$ cat src/include/psr_settings.svh
`ifndef PSR_SETTINGS_SVH
`define PSR_SETTINGS_SVH

// wishbone word addresses of the host registers
`define ADDR_OPA     3'd0     // operand a
`define ADDR_OPB     3'd1     // operand b
`define ADDR_OP      3'd2     // opcode, a write here runs one execute step
`define ADDR_RESULT  3'd3     // data bus value of the last step, read only
`define ADDR_PSR     3'd4     // status word, read only

// psr bit positions, N V 1 B D I Z C from bit 7 down
`define PSR_C        0
`define PSR_Z        1
`define PSR_I        2
`define PSR_D        3
`define PSR_B        4
`define PSR_ONE      5        // unused bit, always reads one
`define PSR_V        6
`define PSR_N        7

`define PSR_RESET    8'h24    // I set, bit 5 set

`endif

$ cat src/verilog/cpuPkg.sv
package cpuPkg;

    typedef logic [7:0] dataByte;   // one value on the internal data bus
    typedef logic [7:0] psrWord;    // status word N V 1 B D I Z C
    typedef logic [2:0] wbAddr;     // wishbone word address

    // operations of one execute step, 4 bit code as written by the host
    typedef enum logic [3:0] {
        ADC = 4'h0,                 // a + b + c
        SBC = 4'h1,                 // a + ~b + c, carry means no borrow
        AND = 4'h2,
        ORA = 4'h3,
        EOR = 4'h4,
        LDA = 4'h5,                 // load b, sets N and Z
        PLP = 4'h6,                 // pull flags from b
        CLC = 4'h7,
        SEC = 4'h8,
        CLI = 4'h9,
        SEI = 4'hA,
        CLD = 4'hB,
        SED = 4'hC,
        CLV = 4'hD,
        BRK = 4'hE                  // sets B and I
    } opKind;

    // code 4'hF is not an operation, it runs as a no-op step

endpackage

$ cat src/verilog/flagCtrlIf.sv
`timescale 1ns/1ns

// per bit psr enables from the decoder to the status register
interface flagCtrlIf;

    logic load;                     // update strobe, one per execute step
    logic dbC, dbZ, dbI, dbD, dbV, dbN;   // take the bit from the data bus
    logic manC, manI, manD, manV;   // take manVal
    logic manVal;                   // value for manual set or clear
    logic carryC;                   // C from alu carry
    logic ovfV;                     // V from alu overflow
    logic dbAllZ;                   // Z from nor of the whole bus
    logic breakSet;                 // set B

    modport ctrl (
        output load,
        output dbC, dbZ, dbI, dbD, dbV, dbN,
        output manC, manI, manD, manV, manVal,
        output carryC, ovfV, dbAllZ, breakSet
    );

    modport flags (
        input load,
        input dbC, dbZ, dbI, dbD, dbV, dbN,
        input manC, manI, manD, manV, manVal,
        input carryC, ovfV, dbAllZ, breakSet
    );

endinterface

$ cat src/verilog/aluCore.sv
`timescale 1ns/1ns

module aluCore import cpuPkg::*; (
    input  opKind   opcode,
    input  dataByte opA,
    input  dataByte opB,
    input  logic    carryIn,    // C from the psr
    output dataByte dataBus,    // internal data bus value
    output logic    carryOut,
    output logic    overflow
);

    dataByte    addB;           // second adder input, inverted for SBC
    logic [8:0] sum;            // 9 bit so the carry falls out

    // binary only, D is not looked at
    assign addB = (opcode == SBC) ? ~opB : opB;
    assign sum  = {1'b0, opA} + {1'b0, addB} + {8'd0, carryIn};

    assign carryOut = sum[8];                       // for SBC this is not-borrow
    // signed overflow when both inputs share a sign the result does not
    assign overflow = (opA[7] == addB[7]) && (sum[7] != opA[7]);

    always_comb begin
        case (opcode)
            ADC, SBC: dataBus = sum[7:0];
            AND:      dataBus = opA & opB;
            ORA:      dataBus = opA | opB;
            EOR:      dataBus = opA ^ opB;
            LDA, PLP: dataBus = opB;        // loads drive b onto the bus
            default:  dataBus = opA;        // flag ops and BRK pass a
        endcase
    end

endmodule

$ cat src/verilog/flagDecoder.sv
`timescale 1ns/1ns

module flagDecoder import cpuPkg::*; (
    input  opKind         opcode,   // operation held by the host regs
    input  logic          exec,     // execute pulse
    flagCtrlIf.ctrl       ctrl      // enables to the status register
);

    // random control logic, every enable is qualified by exec
    always_comb begin
        ctrl.load     = exec;
        ctrl.dbC      = 1'b0;
        ctrl.dbZ      = 1'b0;
        ctrl.dbI      = 1'b0;
        ctrl.dbD      = 1'b0;
        ctrl.dbV      = 1'b0;
        ctrl.dbN      = 1'b0;
        ctrl.manC     = 1'b0;
        ctrl.manI     = 1'b0;
        ctrl.manD     = 1'b0;
        ctrl.manV     = 1'b0;
        ctrl.manVal   = 1'b0;
        ctrl.carryC   = 1'b0;
        ctrl.ovfV     = 1'b0;
        ctrl.dbAllZ   = 1'b0;
        ctrl.breakSet = 1'b0;
        if (exec) begin
            case (opcode)
                ADC, SBC: begin
                    ctrl.carryC = 1'b1;     // C and V from the adder
                    ctrl.ovfV   = 1'b1;
                    ctrl.dbN    = 1'b1;     // N is bus bit 7
                    ctrl.dbAllZ = 1'b1;
                end
                AND, ORA, EOR, LDA: begin
                    ctrl.dbN    = 1'b1;     // only N and Z move
                    ctrl.dbAllZ = 1'b1;
                end
                PLP: begin
                    ctrl.dbC = 1'b1;        // every flag from the bus except B
                    ctrl.dbZ = 1'b1;
                    ctrl.dbI = 1'b1;
                    ctrl.dbD = 1'b1;
                    ctrl.dbV = 1'b1;
                    ctrl.dbN = 1'b1;
                end
                CLC: ctrl.manC = 1'b1;
                SEC: begin
                    ctrl.manC   = 1'b1;
                    ctrl.manVal = 1'b1;
                end
                CLI: ctrl.manI = 1'b1;
                SEI: begin
                    ctrl.manI   = 1'b1;
                    ctrl.manVal = 1'b1;
                end
                CLD: ctrl.manD = 1'b1;
                SED: begin
                    ctrl.manD   = 1'b1;
                    ctrl.manVal = 1'b1;
                end
                CLV: ctrl.manV = 1'b1;      // no SEV on a 6502
                BRK: begin
                    ctrl.breakSet = 1'b1;
                    ctrl.manI     = 1'b1;   // mask further irqs
                    ctrl.manVal   = 1'b1;
                end
                default: ;                  // spare code, flags hold
            endcase
        end
    end

endmodule

$ cat src/verilog/processStatusReg.sv
`timescale 1ns/1ns
`include "psr_settings.svh"

module processStatusReg import cpuPkg::*; (
    input  logic      clk,
    input  logic      rst,
    input  dataByte   dataBus,      // internal bus
    input  logic      carry,        // alu carry out
    input  logic      overflow,     // alu overflow
    flagCtrlIf.flags  flags,        // enables from the decoder
    output psrWord    psr
);

    localparam psrWord ResetVal = `PSR_RESET;

    logic   flagC, flagZ, flagI, flagD, flagB, flagV, flagN;

    always_ff @(posedge clk) begin
        if (rst) begin
            flagC <= ResetVal[`PSR_C];
            flagZ <= ResetVal[`PSR_Z];
            flagI <= ResetVal[`PSR_I];
            flagD <= ResetVal[`PSR_D];
            flagB <= ResetVal[`PSR_B];
            flagV <= ResetVal[`PSR_V];
            flagN <= ResetVal[`PSR_N];
        end else if (flags.load) begin
            // each bit picks its own source, no enable keeps the old value
            if (flags.dbC)         flagC <= dataBus[`PSR_C];
            else if (flags.carryC) flagC <= carry;
            else if (flags.manC)   flagC <= flags.manVal;

            if (flags.dbZ)         flagZ <= dataBus[`PSR_Z];
            else if (flags.dbAllZ) flagZ <= ~|dataBus;      // zero detect

            if (flags.dbI)         flagI <= dataBus[`PSR_I];
            else if (flags.manI)   flagI <= flags.manVal;

            if (flags.dbD)         flagD <= dataBus[`PSR_D];
            else if (flags.manD)   flagD <= flags.manVal;

            if (flags.breakSet)    flagB <= 1'b1;           // only reset clears B

            if (flags.dbV)         flagV <= dataBus[`PSR_V];
            else if (flags.ovfV)   flagV <= overflow;
            else if (flags.manV)   flagV <= flags.manVal;

            if (flags.dbN)         flagN <= dataBus[`PSR_N];
        end
    end

    always_comb begin
        psr           = '0;
        psr[`PSR_C]   = flagC;
        psr[`PSR_Z]   = flagZ;
        psr[`PSR_I]   = flagI;
        psr[`PSR_D]   = flagD;
        psr[`PSR_B]   = flagB;
        psr[`PSR_ONE] = 1'b1;       // no flip-flop behind bit 5
        psr[`PSR_V]   = flagV;
        psr[`PSR_N]   = flagN;
    end

endmodule

$ cat src/verilog/statusUnitTop.sv
`timescale 1ns/1ns
`include "psr_settings.svh"

module statusUnitTop import cpuPkg::*; (
    input  logic    clk,
    input  logic    rst,
    input  logic    cyc,
    input  logic    stb,
    input  logic    we,
    input  wbAddr   adr,
    input  dataByte datI,
    output dataByte datO,
    output logic    ack,
    output psrWord  psr         // live status, also readable over the bus
);

    dataByte opA, opB;
    opKind   opcode;
    logic    exec;
    dataByte dataBus;
    logic    carryOut, overflow;

    flagCtrlIf flagBus ();      // decoder to status register

    wbHostRegs wbHostRegs_i (
        .clk     (clk),
        .rst     (rst),
        .cyc     (cyc),
        .stb     (stb),
        .we      (we),
        .adr     (adr),
        .datI    (datI),
        .datO    (datO),
        .ack     (ack),
        .opA     (opA),
        .opB     (opB),
        .opcode  (opcode),
        .exec    (exec),
        .dataBus (dataBus),
        .psr     (psr)
    );

    flagDecoder flagDecoder_i (
        .opcode (opcode),
        .exec   (exec),
        .ctrl   (flagBus)
    );

    aluCore aluCore_i (
        .opcode   (opcode),
        .opA      (opA),
        .opB      (opB),
        .carryIn  (psr[`PSR_C]),    // carry chain through the psr
        .dataBus  (dataBus),
        .carryOut (carryOut),
        .overflow (overflow)
    );

    processStatusReg processStatusReg_i (
        .clk      (clk),
        .rst      (rst),
        .dataBus  (dataBus),
        .carry    (carryOut),
        .overflow (overflow),
        .flags    (flagBus),
        .psr      (psr)
    );

endmodule

$ cat src/verilog/wbHostRegs.sv
`timescale 1ns/1ns
`include "psr_settings.svh"

module wbHostRegs import cpuPkg::*; (
    input  logic    clk,
    input  logic    rst,
    input  logic    cyc,
    input  logic    stb,
    input  logic    we,
    input  wbAddr   adr,
    input  dataByte datI,
    output dataByte datO,
    output logic    ack,
    output dataByte opA,        // operand a to the alu
    output dataByte opB,        // operand b to the alu
    output opKind   opcode,     // operation of the execute step
    output logic    exec,       // one cycle execute pulse
    input  dataByte dataBus,    // alu bus value, captured on exec
    input  psrWord  psr         // status word for readback
);

    logic    accept;            // request sampled on this edge
    logic    wrAccept;
    logic    rdAccept;
    dataByte result;            // last data bus value
    dataByte rdData;            // read mux output

    // a new request is taken only while no ack is out, so ack lasts one cycle
    assign accept   = cyc & stb & ~ack;
    assign wrAccept = accept & we;
    assign rdAccept = accept & ~we;

    always_ff @(posedge clk) begin
        if (rst) begin
            ack  <= 1'b0;
            exec <= 1'b0;
        end else begin
            ack  <= accept;                             // registered, one cycle late
            exec <= wrAccept && (adr == `ADDR_OP);      // fires once per opcode write
        end
    end

    // host visible registers
    always_ff @(posedge clk) begin
        if (rst) begin
            opA    <= '0;
            opB    <= '0;
            opcode <= CLC;
        end else if (wrAccept) begin
            case (adr)
                `ADDR_OPA: opA    <= datI;
                `ADDR_OPB: opB    <= datI;
                `ADDR_OP:  opcode <= opKind'(datI[3:0]);   // upper nibble dropped
                default: ;                                // result and psr are read only
            endcase
        end
    end

    // result follows the bus on the execute step, same edge as the psr
    always_ff @(posedge clk) begin
        if (rst) begin
            result <= '0;
        end else if (exec) begin
            result <= dataBus;
        end
    end

    always_comb begin
        case (adr)
            `ADDR_OPA:    rdData = opA;
            `ADDR_OPB:    rdData = opB;
            `ADDR_OP:     rdData = {4'b0000, opcode};
            `ADDR_RESULT: rdData = result;
            `ADDR_PSR:    rdData = psr;
            default:      rdData = '0;    // unmapped
        endcase
    end

    // read data is sampled with the request and held while ack is high
    always_ff @(posedge clk) begin
        if (rdAccept) begin
            datO <= rdData;
        end
    end

endmodule

$ cat config.mk
export PLATFORM = sky130hd
export DESIGN_NAME = statusUnitTop
export DESIGN_NICKNAME = d
export VERILOG_FILES = /design/src/verilog/cpuPkg.sv /design/src/verilog/flagCtrlIf.sv /design/src/verilog/aluCore.sv /design/src/verilog/flagDecoder.sv /design/src/verilog/processStatusReg.sv /design/src/verilog/statusUnitTop.sv /design/src/verilog/wbHostRegs.sv
export VERILOG_INCLUDE_DIRS = /design/src /design/src/include
export SDC_FILE = /design/constraint.sdc
export NUM_CORES = 1
export LEC_CHECK = 0
export ABC_CLOCK_PERIOD_IN_PS = 4550
export BUFFER_PORTS_ARGS = -buffer_cell sky130_fd_sc_hd__buf_2
export CORE_MARGIN = 3
export CORE_UTILIZATION = 30
export CTS_CLUSTER_SIZE = 25
export DETAILED_ROUTE_END_ITERATION = 10
export SETUP_SLACK_MARGIN = 0.3
export SYNTH_ARGS = -nofsm -noshare
export SYNTH_HDL_FRONTEND = slang
export SYNTH_SLANG_ARGS = --single-unit
export TNS_END_PERCENT = 10
$ cat constraint.sdc
create_clock -name clk -period 4.55 [get_ports clk]
set_input_delay 0.2275 -clock clk [delete_from_list [all_inputs] [get_ports clk]]
set_output_delay 0.2275 -clock clk [all_outputs]
set_load 0.05 [all_outputs]
======== Yosys cells after proc, flatten, opt, wreduce, memory -nomap -nowiden ========
Index checks and enable logic that the tools add are counted.
operators by class
  $add $sub $neg .......................... 2
  multiply operators ...................... 0
  div/mod/pow operators ................... 0
  magnitude comparators ................... 0
  equal/unequal tests ..................... 20
  shifts and indexed selects .............. 0
  multiplexer cells ....................... 34
  bitwise gates (word level) .............. 10
  reductions and logical operators ........ 29
operators with widths
  kind                  number
  $pmux W8 S5           2
  $mux W1               31
  $eq A4 B4 Y1 const B  7
  $reduce_and A2 Y1     10
  $eq A4 B3 Y1 const B  4
  $add A8 B8 Y9         1
  $add A9 B1 Y9         1
  $and A8 B8 Y8         1
  $eq A4 B2 Y1 const B  2
  $mux W8               1
  $not A8 Y8            1
  $or A8 B8 Y8          1
  $reduce_or A2 Y1      4
  $reduce_or A8 Y1      1
  $xor A8 B8 Y8         1
  $reduce_or A7 Y1      1
  $eq A3 B2 Y1 const B  2
  $reduce_bool A2 Y1    3
  $reduce_bool A3 Y1    2
  $reduce_or A6 Y1      1
  $and A1 B1 Y1         4
  $eq A4 B1 Y1 const B  1
  $logic_not A4 Y1      1
  $reduce_or A4 Y1      1
  other kinds (9)       11
storage, ports and cells
  bits in registers ....................... 45
  latch bits .............................. 0
  bits in writable memories ............... 0
  memory bits (read-only) ................. 0
  output and inout port bits .............. 17
  logic and storage cells ................. 109
  memories ................................ 0

======== Longest topological paths before layout ========
  depth after elaboration ................. 9
  depth in mapped cells ................... 14
  depth with buffers taken out ............ 12

======== Cells and area by module ========
Synthesis repeated with hierarchy kept, for this count alone.
unflattened totals
  cells, all modules ...................... 405
  area, all modules ....................... 3,604.7 µm²
by module, submodules not included
  module            times used  cells an instance  area an instance (µm²)  sequential area each (µm²)
  wbHostRegs        1           159                1,726.7                 840.8
  aluCore           1           163                1,234.9                 0.0
  processStatusReg  1           54                 454.2                   140.1
  flagDecoder       1           29                 188.9                   0.0

======== Worst setup path after synthesis ========
No wires, ideal clock.
  path type ............................... register to register
  start ................................... register wbHostRegs_i.opcode[0]
  end ..................................... register processStatusReg_i.flagZ
  arrival time ............................ 3.535 ns
  path slack .............................. 0.956 ns
  stages on the path, launching flop included .. 14
  buffers on the path ..................... 2
  clock period less this slack ............ 3.594 ns
  path through ............................ dfxtp_1 -> buf_2 -> buf_1 -> nand2_1 -> nor2_2 -> xnor2_1 -> fa_1 -> fa_1 -> a211oi_1 -> nor4b_1 -> o21ai_0 -> a21oi_1 -> a2111oi_2 -> a31o_1
between the ends
  word-level cells in the longest chain between the ends .. 9
RTL lines
  item                    RTL line                                         text
  from (decl)             wbHostRegs.sv:16                                 output opKind opcode,
  from (signal assigned)  wbHostRegs.sv:53                                 `ADDR_OP: opcode <= opKind'(datI[3:0]);
  $eq A4 B1 Y1            aluCore.sv:17, aluCore.sv:25, flagDecoder.sv:28
  $mux W8                 aluCore.sv:17                                    assign addB = (opcode == SBC) ? ~opB : opB;
  $add A8 B8 Y9           aluCore.sv:18                                    assign sum = {1'b0, opA} + {1'b0, addB} + {8'd0, carryIn};
  $add A9 B1 Y9           aluCore.sv:18
  $pmux W8 S5             aluCore.sv:25                                    case (opcode)
  $reduce_or A8 Y1        processStatusReg.sv:34                           else if (flags.dbAllZ) flagZ <= ~|dataBus;
  $logic_not A1 Y1        processStatusReg.sv:34
  $mux W1                 processStatusReg.sv:34
  $mux W1                 processStatusReg.sv:33                           if (flags.dbZ) flagZ <= dataBus[`PSR_Z];
  to (signal assigned)    processStatusReg.sv:21                           flagZ <= ResetVal[`PSR_Z];
  to (signal assigned)    processStatusReg.sv:33
  to (signal assigned)    processStatusReg.sv:34
  to (decl)               processStatusReg.sv:16                           logic flagC, flagZ, flagI, flagD, flagB, flagV, flagN;
Several ways; a longest one is shown, not always the timed one. The select of a mux whose other input is x is not followed.
A chain may end at the register's enable or synchronous reset.

======== Final worst setup path ========
  start ................................... register wbHostRegs_i.opcode[1]
  end ..................................... register processStatusReg_i.flagZ
The elaborated chain is that of the path after synthesis.

==> out/metrics.yaml <==
logic_synthesis:
  yosysSeqAreaShare_pct: 29.4
  synthAdderAreaFrac_pct: 10.8
  synth_cells: 394
  synth_top_family_by_area: "compound AO/OA/AOI/OAI gates"
  synth-edff-count: 8
  syn_nets: 435
  synth_top_area_share_pct: 22.2
  async_flop_share_pct: 0
  muxShareOfSynthArea_pct: 9.12
  synthXorXnorAreaFrac_pct: 2.63
  yosysWarnings: 0
  syn_area_um2: 3330
  synth-simple-area-share_pct: 18.9
  yosys.area.top_type: "dfxtp_1"
  synth-compound-area-share_pct: 21.5
  synthTopCellsByArea: "dfxtp_1 22%, ha_1 8.6%, mux2i_1 8.1%"
  synth-seq-cells: 45
  ys_types: 62
  synthFlopType: "dfxtp_1"
  syn_area_per_cell_um2: 8.46
critical_path:
  critPathRequiredTime_ns: 4.80
  critPathMaxFanout: 8
  path_cells: "nor2_1, nand2_1, nor2_2, xnor2_1, fa_1, fa_1, a211oi_1, nor4b_1, o21ai_0, a21oi_1, a2111oi_2, a31o_1"
  cp_common_cell: "fa_1"
  cp-end-kind: "register"
  cp.arrival_ns: 3.95
  rr_worst_depth: 12
  cpMaxStageDelayCell: "fa_1"
  start_kind: "register"
  critPathKind: "register to register"
  critPathMaxStageDelay_ns: 0.48
die:
  die_w_um: 111
  dieArea_um2: 12400
  std_cell_rows: 37
  die_h_um: 111
  ios: 33
  core-area_um2: 10600
  initial_core_util_pct: 31.6
final_layout:
  drive_gt1_share_pct: 13.1
  num-fill-cells: 1129
  nets: 444
  fin_cells: 540
  final_cell_mix: "43 x nor2_1, 37 x dfxtp_1, 31 x buf_2"
  final_common_cell: "nor2_1"
  n_antenna_cell: 0
  area_delta_synth_final_pct: 8.86
hold_path:
  holdPathStages: 2
  min_path_type: "input pin to register"
routing:
  dr_wl_met3_um: 594
  drtIter0Drc: 291
  wl_met1_um: 4190
  top_layer: "met4"
  routed_wl_um: 9010
  postRouteAntennaNets: 0
  wl_per_cell_um: 16.7
  vias: 2975
  viasPerCell: 5.51
  drc: 0
  firstDrtPassIters: 5
  wl_met2_um: 4120
clock_network:
  cts_resized: 0
  clkTransAtPathRegs_ns: 0.09
  cts_max_path_buffers: 2
  cts.htree.levels: 2
  cts-root-buf: "clkbuf_8"
  numCtsBuffers: 5
  tritoncts: "done"
  clk_latency_ns: 0.30
  hold_buffers: 0
  cts_setup_buffers: 0
  cts_num_sinks: 45
timing:
  worst_clock_skew_ns: 0.00672
  fmax_mhz: 270
  fin_crit_ns: 3.70
  hold_viol_final: 0
  tns_ns: 0
  drv_slew: 0
  setup_viol: 0
  tightest_slew_ns: 1.02
  rsz0062_at_grt: "no"
  max-slew-margin-rel_pct: 31.4
  post-route-period-util_pct: 81.3
global_route:
  grt_overflow: 0
  grt_max_degree: 39
  antenna_found_initial: 0
  grt_first_pass_wirelength_um: 15100
  grt_usage_pct: 14.7
  grt_pass1_vias: 2834
placed_design:
  io_buffer_count: 31
  gp_congestion: 0.860
  dp.cells: 532
  dp_hpwl_um: 6710
power_and_ir_drop:
  ir_worst_vdd_mv: 0.125
  p_leak_nw: 1.42
  power.total_w: 0.000803
  powerDensity_nw_per_um2: 221
status:
  outcome: "complete, no violations"
flow_run:
  cap_violations: 0
[registers in the layout, summed over array words and instances, names as in the netlist]
| signal | cells |
|---|---|
| wbHostRegs_i.datO | 8 |
| wbHostRegs_i.opA | 8 |
| wbHostRegs_i.opB | 8 |
| wbHostRegs_i.result | 8 |
| wbHostRegs_i.opcode | 4 |
| processStatusReg_i.flagB | 1 |
| processStatusReg_i.flagC | 1 |
| processStatusReg_i.flagD | 1 |
| processStatusReg_i.flagI | 1 |
| processStatusReg_i.flagN | 1 |
| processStatusReg_i.flagV | 1 |
| processStatusReg_i.flagZ | 1 |
| wbHostRegs_i.ack | 1 |
| wbHostRegs_i.exec | 1 |
[cell type report]
cell class	instances	area, µm²	area share (%)
tap	136	170	4.69
clock inverter	1	30.0	0.828
multi-input combinational	296	2100	57.9
sequential	45	981	27.0
clock buffer	7	86.3	2.38
timing repair buffer	35	185	5.10
inverter	20	75.1	2.07
[cell families after synthesis]
family          after synthesis
buf+inv                      53
fa+ha+maj                    28
compound gates              104
flops                        45
other cells                   1
simple gates                123
mux                          30
xor+xnor                     10
[stage by stage]
stage                     util (%)  worst slack, ns  instance area, µm²  hold WS, ns
after floorplan                  -            0.956                3330        0.345
after global placement        33.3             1.10                3510        0.464
after detailed placement      33.3            0.912                3510        0.470
after CTS                     34.4            0.868                3630        0.149
after global routing          34.4            0.496                3630        0.170
final                         34.4            0.851                3630        0.155
[synth_stat cells, types with 4 or more instances]
cell type / instances
nor2_1: 43
nand2b_1: 5
dfxtp_1: 37
a21oi_1: 16
o22ai_1: 4
inv_1: 20
a31oi_1: 7
nor3b_1: 6
a22oi_1: 10
o21a_1: 4
edfxtp_1: 8
ha_1: 23
nand2_1: 21
a21o_1: 5
a211o_1: 4
mux2i_1: 27
nor2b_1: 14
o21ai_0: 23
nand3b_1: 6
or3_1: 4
nor3_1: 5
buf_4: 10
clkbuf_1: 14
xnor2_1: 8
a211oi_1: 4
buf_2: 6
[layer usage]
| layer | up-vias | GRT usage (%) |
|---|---|---|
| li1 | 1424 | - |
| met1 | 1430 | 21.5 |
| met2 | 108 | 23.1 |
| met3 | 13 | 2.61 |
| met4 | 0 | 2.60 |
| met5 | - | 0 |
[power breakdown]
part / switching, W / internal [W] / total (W)
sequential: 0.00000341 / 0.000408 / 0.000411
combinational: 0.0000466 / 0.0000226 / 0.0000693
clock: 0.000143 / 0.000179 / 0.000322
[final timing paths]
kind,slack [ns],to,start
max,0.85,processStatusReg_i.flagZ,wbHostRegs_i.opcode[1]
min,0.15,wbHostRegs_i.opcode[0],datI[0]
max reg2reg,0.85,processStatusReg_i.flagZ,wbHostRegs_i.opcode[1]
min reg2reg,0.48,wbHostRegs_i.result[5],wbHostRegs_i.result[5]
[worst max-delay path: cells and delay by family (launching register included)]
family	cells	cell delay, ns
compound gates	5	1.27
xor+xnor	1	0.17
fa+ha+maj	2	0.95
flops	1	0.32
simple gates	4	0.93
(Power assumes the default switching activity.)
